--- config.mk ---
export PLATFORM = sky130hd
export DESIGN_NAME = dcache_stats
export DESIGN_NICKNAME = d
export VERILOG_FILES = /design/src/verilog/dcache_pkg.sv /design/src/verilog/dcache_stats.sv
export VERILOG_INCLUDE_DIRS = /design/src /design/src/verilog
export SDC_FILE = /design/constraint.sdc
export NUM_CORES = 1
export LEC_CHECK = 0
export BUFFER_PORTS_ARGS = -buffer_cell sky130_fd_sc_hd__buf_2
export CORE_MARGIN = 2
export CORE_UTILIZATION = 35
export CTS_BUF_LIST = sky130_fd_sc_hd__clkbuf_8
export DETAILED_ROUTE_END_ITERATION = 8
export HOLD_SLACK_MARGIN = 0.15
export MAX_ROUTING_LAYER = met4
export SLEW_MARGIN = 20
export SYNTH_ARGS = -nofsm -noshare
export SYNTH_HDL_FRONTEND = slang
export SYNTH_SLANG_ARGS = --single-unit
export TNS_END_PERCENT = 20
--- constraint.sdc ---
create_clock -name clk_i -period 2.05 [get_ports clk_i]
set_input_delay 0.205 -clock clk_i [delete_from_list [all_inputs] [get_ports clk_i]]
set_output_delay 0.205 -clock clk_i [all_outputs]
set_load 0.01 [all_outputs]
--- src/verilog/dcache_defs.svh ---
`ifndef DCACHE_DEFS_SVH
`define DCACHE_DEFS_SVH

// byte address and line widths
`define DC_ADDR_BITS 32
`define DC_LINE_BITS 128

// address split of a direct-mapped cache, 1024 lines of 16 bytes
`define DC_OFFSET_BITS 4
`define DC_INDEX_BITS 10
`define DC_TAG_BITS 18
`define DC_LINES 1024

// field positions inside the byte address
`define DC_WORD_SEL_LSB 2
`define DC_INDEX_LSB 4
`define DC_TAG_LSB 14

`endif
--- src/verilog/dcache_pkg.sv ---
`default_nettype none

`include "dcache_defs.svh"

package dcache_pkg;

    // byte address from the cpu
    typedef logic [`DC_ADDR_BITS-1:0] addr_t;

    // one cpu data word
    typedef logic [31:0] word_t;

    // one cache line, also one memory transfer
    typedef logic [`DC_LINE_BITS-1:0] line_t;

    // stored tag and line index
    typedef logic [`DC_TAG_BITS-1:0] tag_t;
    typedef logic [`DC_INDEX_BITS-1:0] index_t;

    // statistics counter, wraps
    typedef logic [31:0] count_t;

    // controller states
    typedef enum logic [1:0] {
        IDLE,
        COMPARE_TAG,
        WRITE_BACK,
        ALLOCATE
    } ctrl_state_t;

endpackage

`default_nettype wire

--- src/verilog/dcache_stats.sv ---
`timescale 1ns/1ps
`default_nettype none

module dcache_stats (
    input wire logic clk_i,
    input wire logic rst_ni,
    input wire logic access_i,
    input wire logic miss_i,
    output dcache_pkg::count_t accesses_o,
    output dcache_pkg::count_t misses_o
);
    import dcache_pkg::*;

    count_t accesses_q;
    count_t misses_q;

    // one count per accepted request
    always_ff @(posedge clk_i) begin
        if (!rst_ni) begin
            accesses_q <= '0;
        end else if (access_i) begin
            accesses_q <= accesses_q + 1'b1;
        end
    end

    // one count per missing compare
    always_ff @(posedge clk_i) begin
        if (!rst_ni) begin
            misses_q <= '0;
        end else if (miss_i) begin
            misses_q <= misses_q + 1'b1;
        end
    end

    // hits are accesses minus misses
    assign accesses_o = accesses_q;
    assign misses_o   = misses_q;

endmodule

`default_nettype wire

==> implementation parameters, run 1 <==
Parameter                              Value

Routing
  Detail-routed net length per standard cell ... 13.32 um
  Number of violations reported at the end of detailed-routing iteration 0 ... 71
  Detailed-route DRC error count ... 0
  Wire length after detailed routing ... 7537 um
  Vias per std cell ... 5.343
  Number of detailed-route iterations in the first pass ... 4
  Overall via count from detail_route ... 3,024
  Number of antenna-violating nets in the routed design ... 0

Worst setup path
  CP Capture Type ... register
  Critical R2R Capture ... accesses_o[22]
  Max Fanout on Critical Path ... 8
  Reg2Reg Launch Point ... accesses_o[0]
  Slowest cell on the critical path ... or4_4
  Worst reg2reg path depth ... 6
  Worst setup startpoint ... accesses_o[0]
  Worst setup endpoint ... accesses_o[22]
  Setup Crit Path Kind ... register to register
  Required @ worst endpoint ... 2.31 ns
  Worst Path Arrival ... 2.20 ns
  Crit-path cells ... ha_2 > nand3_2 > or4_4 > buf_4 > nor4_2 > mux2i_1
  Critical Path Start Type ... register
  Largest stage delay on the critical path ... 0.58 ns
  Register-to-Register Setup Slack ... 0.11 ns

Pwr
  Power density relative to cell area ... 586.8 nW/um2
  Worst vdd rail ir drop ... 0.2262 mV
  Post-layout total power ... 2.283 mW
  Leakage power of the design ... 1.477 nW

Clock tree
  Clk Tree Root Cell ... clkbuf_8
  Worst-Skew Late Latency ... 0.34 ns
  Clock buffer depth ... 2
  Clock tree from TritonCTS ... yes
  Clock transition at the register clock pins on the worst setup and hold paths after CTS ... 0.07 ns
  TritonCTS buffer count ... 9
  Hold buffers post-CTS ... 0
  Number of sinks handled by clock tree synthesis ... 64
  Post-CTS setup buffer count ... 0
  Clock H-tree levels ... 3
  Number of instances resized during post-cts repair ... 0

Run status
  Outcome ... completed

Final layout
  Number of nets in the final layout ... 462
  Fraction of final layout cells with drive strength greater than 1 ... 27.29%
  Filler cell count ... 868
  Post-Route Utilization ... 45.28%
  Number of standard cells in the layout, taps in and fillers out ... 566
  Area overhead of the layout relative to synthesis ... 27.15%
  Post-route cell area ... 3891 um2
  Final antenna diode count ... 0

Synthesis
  Synthesized instance count ... 361
  Area share of the largest cell type after synthesis ... 41.86%
  Number of library cell types mapped by synthesis ... 34
  Share of flip-flops with an asynchronous set or reset after synthesis ... 0%
  Dominant cells by area after synthesis ... dfxtp_1 42%, a21oi_1 4.6%, mux2i_1 4.6%
  Most frequent cell after synthesis ... dfxtp_1
  Prevailing post-synth register cell ... dfxtp_1
  Post-synth EDFFs ... 0
  Post-synthesis cell type with the largest combined area ... dfxtp_1
  Post-synthesis instance area ... 3060 um2
  Post-synthesis average cell area ... 8.478 um2
  Warnings from Yosys ... 0
  Share of synthesized area occupied by flip-flops and latches ... 41.86%
  Leading post-synthesis cells by instance count ... 64 x dfxtp_1, 35 x nand2_1, 28 x a21oi_1, 24 x nor2_1, 18 x nand4_1
  Number of flip-flops and latches in the synthesized netlist ... 64
  Net count of the mapped netlist ... 367

GRT
  Wire length of the first global-routing pass ... 12,840 um
  Met3 capacity usage during global routing ... 3.525%
  Vias in the first global route ... 2,809
  Fraction of met2 tracks used by global routing ... 26.05%
  Maximum number of pins on one net before global-route repair ... 29
  Met1 GRT Util ... 21.02%
  Initial antenna violation count ... 0
  GR Util All Layers ... 16.64%
  Most Crowded Layer GR ... met2
  Remaining global-route overflow ... 0

Place
  Minimum setup slack after placement ... 0.05085 ns
  HPWL after detailed placement ... 5500 um
  Placer's final routability congestion estimate ... 0.8000
  Number of placed instances with taps included ... 553
  Total of buffers placed on input and output ports ... 67
  Cell Area, Placed ... 3722 um2

Floorplanning
  Overall die area ... 9508 um2
  I/O pins ... 68
  Row Count ... 34
  Starting density of the core ... 35.61%
  Area of the core region ... 8593 um2
  Vertical die dimension ... 97.51 um
  Width of the die ... 97.51 um

STA
  Max-slew violation total from the final report ... 0
  Setup skew after layout ... 0.01125 ns
  Final setup viols ... 0
  Final-report hold violation count ... 0
  Slew at the pin closest to its max-slew limit ... 0.4040 ns
  Crit path setup slack, layout ... 0.1127 ns
  Final setup TNS ... 0 ns
  Peak Freq ... 516.2 MHz
  Setup repair after global routing missed its margin ... false
  Rel. slew slack ... 72.86%
  Final min period ... 1.937 ns
  Crit share post-route ... 94.50%
  Min Hold Slack ... 0.2305 ns

Worst hold path
  Kind of path behind the tightest hold check ... primary input to register
  Number of instances on the worst hold path ... 3

Run
  Max-cap viol count ... 0
-- layer usage --
| layer | part of all wire [%] | up-vias |
|---|---|---|
| met4 | 1.7 | 0 |
| met1 | 48 | 1423 |
| met2 | 46 | 65 |
| met5 | 0 | - |
| li1 | - | 1526 |
| met3 | 3.9 | 10 |
-- worst min-delay path by stage --
stage                           endpoint          from  slack (ns)
after CTS                    misses_o[1]        miss_i        0.22
after detailed placement    misses_o[31]  misses_o[31]        0.47
after global placement      misses_o[31]  misses_o[31]        0.45
final                        misses_o[0]        miss_i        0.23
after floorplan           accesses_o[18]        rst_ni        0.35
after global routing         misses_o[1]        miss_i        0.23
-- report_power, final --
group / total (mW) / internal, mW / switching (mW) / leakage, nW
registers: 1.26 / 1.25 / 0.00914 / 0.517
clock network: 0.935 / 0.479 / 0.456 / 0.0883
logic: 0.0870 / 0.0343 / 0.0527 / 0.872
-- cell families (layout without fill, tap and decap cells) --
family                   after synthesis  after routing  synth area share, %
multiplexers                          14             14                4.579
buffers and inverters                 28            125                3.598
XOR/XNOR                              21             21                6.010
flip-flops                            64             64                41.86
adder cells (fa/ha/maj)                2              2               0.8175
AO/OA/AOI/OAI                         58             58                11.20
AND/OR/NAND/NOR                      174            174                31.93
-- registers in the layout, indices dropped and copies added (netlist names) --
signal / count
accesses_o: 32
misses_o: 32
-- cell usage in the layout (no fill, tap or decap), types with 12 or more instances in the layout --
cell,synthesis,routed
or3_1,12,12
buf_4,0,34
nor2_1,24,24
xnor2_1,14,14
a21oi_1,28,28
nand4_1,18,18
dfxtp_1,64,62
mux2i_1,14,14
nand3_1,17,16
buf_2,4,67
o31ai_1,15,15
nor4_1,14,14
or4_1,17,16
nand2_1,35,35
-- critical path: cells and delay by family (launching register included) --
kind	cells	cell delay, ns
multiplexers	1	0.21
flip-flops	1	0.33
AND/OR/NAND/NOR	3	0.95
adder cells (fa/ha/maj)	1	0.19
buffers and inverters	1	0.19
-- final cells by class --
class / instances / area [um2] / share of cell area, %
clock buffer: 11 / 151.4 / 3.891
inverter: 11 / 41.29 / 1.061
timing repair buffer: 101 / 590.6 / 15.18
clock inverter: 2 / 8.758 / 0.2251
tap: 108 / 135.1 / 3.473
sequential: 64 / 1284 / 32.99
multi-input combinational: 269 / 1680 / 43.18
Power figures use the tool's default switching activity.
==> run 2: changes to the inputs <==
CELL_PAD_IN_SITES_DETAIL_PLACEMENT = 0   (was not set)
CELL_PAD_IN_SITES_GLOBAL_PLACEMENT = 1   (was not set)
PLACE_DENSITY_LB_ADDON = 0.1   (was not set)
==> run 2 against run 1 <==
Final area grew 1.2%. Critical path type unchanged. Die area is the same. Flip-flop and latch count is the same. First-iteration DRC count grew 120%. Clock power grew 5.8%. Clock skew shrank 0.0044 ns.
==> implementation parameters, run 2 (synthesized netlist as in run 1, its figures left out) <==
Parameter                              Value

Run status
  Outcome ... completed (unchanged)

Floorplanning
  Starting density of the core ... 35.61% (unchanged)
  Vertical die dimension ... 97.51 um (unchanged)
  I/O pins ... 68 (unchanged)
  Row Count ... 34 (unchanged)
  Overall die area ... 9508 um2 (unchanged)
  Area of the core region ... 8593 um2 (unchanged)
  Width of the die ... 97.51 um (unchanged)

Final layout
  Fraction of final layout cells with drive strength greater than 1 ... 27.65% (was 27.29%)
  Most common library cell in the layout ignoring fill and taps ... buf_2 (unchanged)
  Filler cell count ... 892 (was 868)
  Number of standard cells in the layout, taps in and fillers out ... 571 (was 566)
  Number of nets in the final layout ... 466 (was 462)
  Leading cell types in the layout, fill and taps excluded ... 67 x buf_2, 62 x dfxtp_1, 38 x buf_4, 35 x nand2_1, 28 x a21oi_1 (was 67 x buf_2, 62 x dfxtp_1, 35 x nand2_1, 34 x buf_4, 28 x a21oi_1)
  Final antenna diode count ... 0 (unchanged)
  Area overhead of the layout relative to synthesis ... 28.66% (was 27.15%)

Pwr
  Part of the total power dissipated in sequential elements ... 53.8% (was 55.3%)
  Leakage power of the design ... 1.522 nW (was 1.477 nW)
  Switching power ... 0.5342 mW (was 0.5179 mW)
  Worst vdd rail ir drop ... 0.2686 mV (was 0.2262 mV)
  Power share of the clock group ... 42.3% (was 40.9%)
  Internal power summed over all cells ... 1.805 mW (was 1.765 mW)
  Combinational fraction of design power ... 3.9% (was 3.8%)
  Post-layout total power ... 2.339 mW (was 2.283 mW)
  Power density relative to cell area ... 594.1 nW/um2 (was 586.8 nW/um2)
  Sw frac ... 22.84% (was 22.68%)

Clock tree
  Clock transition at the register clock pins on the worst setup and hold paths after CTS ... 0.07 ns (about the same)
  Number of sinks handled by clock tree synthesis ... 64 (unchanged)
  Clk Tree Root Cell ... clkbuf_8 (unchanged)
  Clock tree from TritonCTS ... yes (unchanged)
  TritonCTS buffer count ... 9 (unchanged)
  Post-CTS setup buffer count ... 0 (unchanged)
  Worst-Skew Late Latency ... 0.33 ns (was 0.34 ns)
  Clock buffer depth ... 2 (unchanged)
  Clock H-tree levels ... 3 (unchanged)

Worst setup path
  Worst Path Arrival ... 2.18 ns (was 2.20 ns)
  CP Capture Type ... register (unchanged)
  Max Fanout on Critical Path ... 8 (unchanged)
  Required @ worst endpoint ... 2.32 ns (was 2.31 ns)
  Register-to-Register Setup Slack ... 0.13 ns (was 0.11 ns)
  Critical R2R Capture ... accesses_o[22] (unchanged)
  Critical Path Start Type ... register (unchanged)
  Reg2Reg Launch Point ... accesses_o[0] (unchanged)
  Setup Crit Path Kind ... register to register (unchanged)
  Worst reg2reg path depth ... 6 (unchanged)

Routing
  Vias per std cell ... 5.189 (was 5.343)
  Number of violations reported at the end of detailed-routing iteration 0 ... 158 (was 71)
  Post-route met1 wirelength ... 3927 um (was 3643 um)
  Top metal layer carrying routed signals ... met4 (unchanged)
  Routed length on met2 ... 3406 um (was 3470 um)
  Wire length after detailed routing ... 7780 um (was 7537 um)
  Met3 wirelength from detailed routing ... 366 um (was 294 um)
  Overall via count from detail_route ... 2,963 (was 3,024)
  Detailed-route DRC error count ... 0 (unchanged)
  Detail-routed net length per standard cell ... 13.63 um (was 13.32 um)
  Number of antenna-violating nets in the routed design ... 0 (unchanged)
  Number of detailed-route iterations in the first pass ... 4 (unchanged)

Worst hold path
  Kind of path behind the tightest hold check ... primary input to register (unchanged)
  Number of instances on the worst hold path ... 3 (unchanged)
  Hold Crit Start ... miss_i (unchanged)
  Worst Hold Path EP ... misses_o[0] (unchanged)

STA
  Final setup viols ... 0 (unchanged)
  Rel. slew slack ... 71.36% (was 72.86%)
  Setup repair after global routing missed its margin ... false (unchanged)
  Final setup TNS ... 0 ns (unchanged)
  Crit share post-route ... 93.48% (was 94.50%)
  Final min period ... 1.916 ns (was 1.937 ns)
  Slew at the pin closest to its max-slew limit ... 0.4264 ns (was 0.4040 ns)
  Peak Freq ... 521.8 MHz (was 516.2 MHz)
  Max-slew violation total from the final report ... 0 (unchanged)
  Setup skew after layout ... 0.006807 ns (was 0.01125 ns)
  Final-report hold violation count ... 0 (unchanged)

GRT
  Maximum number of pins on one net before global-route repair ... 29 (unchanged)
  GR Util All Layers ... 16.77% (was 16.64%)
  Wire length of the first global-routing pass ... 12,820 um (was 12,840 um)
  Vias in the first global route ... 2,710 (was 2,809)
  Remaining global-route overflow ... 0 (unchanged)
  Initial antenna violation count ... 0 (unchanged)

Place
  Placer's final routability congestion estimate ... 0.8174 (was 0.8000)
  Number of placed instances with taps included ... 557 (was 553)
  Total of buffers placed on input and output ports ... 67 (unchanged)
  HPWL after detailed placement ... 5568 um (was 5500 um)

Run
  Max-cap viol count ... 0 (unchanged)
[run 2: stage by stage]
step	hold slack (ns)	setup slack [ns]	cell area, um2	utilization (%)
final	0.2164	0.1337	3938	45.82
after global routing	0.2449	0.03223	3938	45.82
after CTS	0.2155	0.07731	3929	45.72
after detailed placement	0.4615	-0.03717	3752	43.67
after global placement	0.4499	0.04292	3752	43.67
after floorplan	0.3546	0.01700	3065	-
[run 2: per-layer routing]
metal | vias up | GRT usage (%)
met2 | 51 | 25.68
met3 | 8 | 3.957
met4 | 0 | 4.808
li1 | 1526 | -
met5 | - | -
met1 | 1378 | 22.23
[run 2: area by class of cell]
| cell class | instances | area [um2] | share of cell area, % |
|---|---|---|---|
| multi-input combinational | 269 | 1684 | 42.77 |
| clock inverter | 2 | 7.507 | 0.1907 |
| timing repair buffer | 105 | 620.6 | 15.76 |
| inverter | 11 | 41.29 | 1.049 |
| tap | 108 | 135.1 | 3.432 |
| clock buffer | 12 | 165.2 | 4.194 |
| sequential | 64 | 1284 | 32.60 |
[run 2: power by group through the flow]
stage | clock network [mW] | registers [mW] | logic (mW)
6_report | 0.989 | 1.26 | 0.0912
5_1_grt | 1.07 | 1.26 | 0.103
4_1_cts | 1.02 | 1.26 | 0.0934
3_5_place_dp | 0 | 1.29 | 0.0928
3_3_place_gp | 0 | 1.29 | 0.0918
2_1_floorplan | 0 | 1.29 | 0.0465
[run 2: how the worst max path moves through the flow]
stage / start / to / cells after the start
finish: accesses_o[0] / accesses_o[22] / 6
global route: accesses_o[0] / accesses_o[22] / 6
CTS: accesses_o[0] / accesses_o[22] / 6
detailed placement: accesses_o[0] / accesses_o[22] / 6
global placement: accesses_o[0] / accesses_o[22] / 6
floorplan: accesses_o[0] / accesses_o[22] / 7
[run 2: worst max-delay path: stages, from the launching register on]
cell and delay, ns:
dfxtp_2 0.33, ha_2 0.18, nand3_2 0.08, or4_4 0.60
buf_4 0.19, nor4_4 0.27, mux2i_1 0.21
[run 2: what timing repair did]
item,in CTS,in global routing
hold buffers,0,0
resized for setup,1,1
setup endpoints to repair,1,1
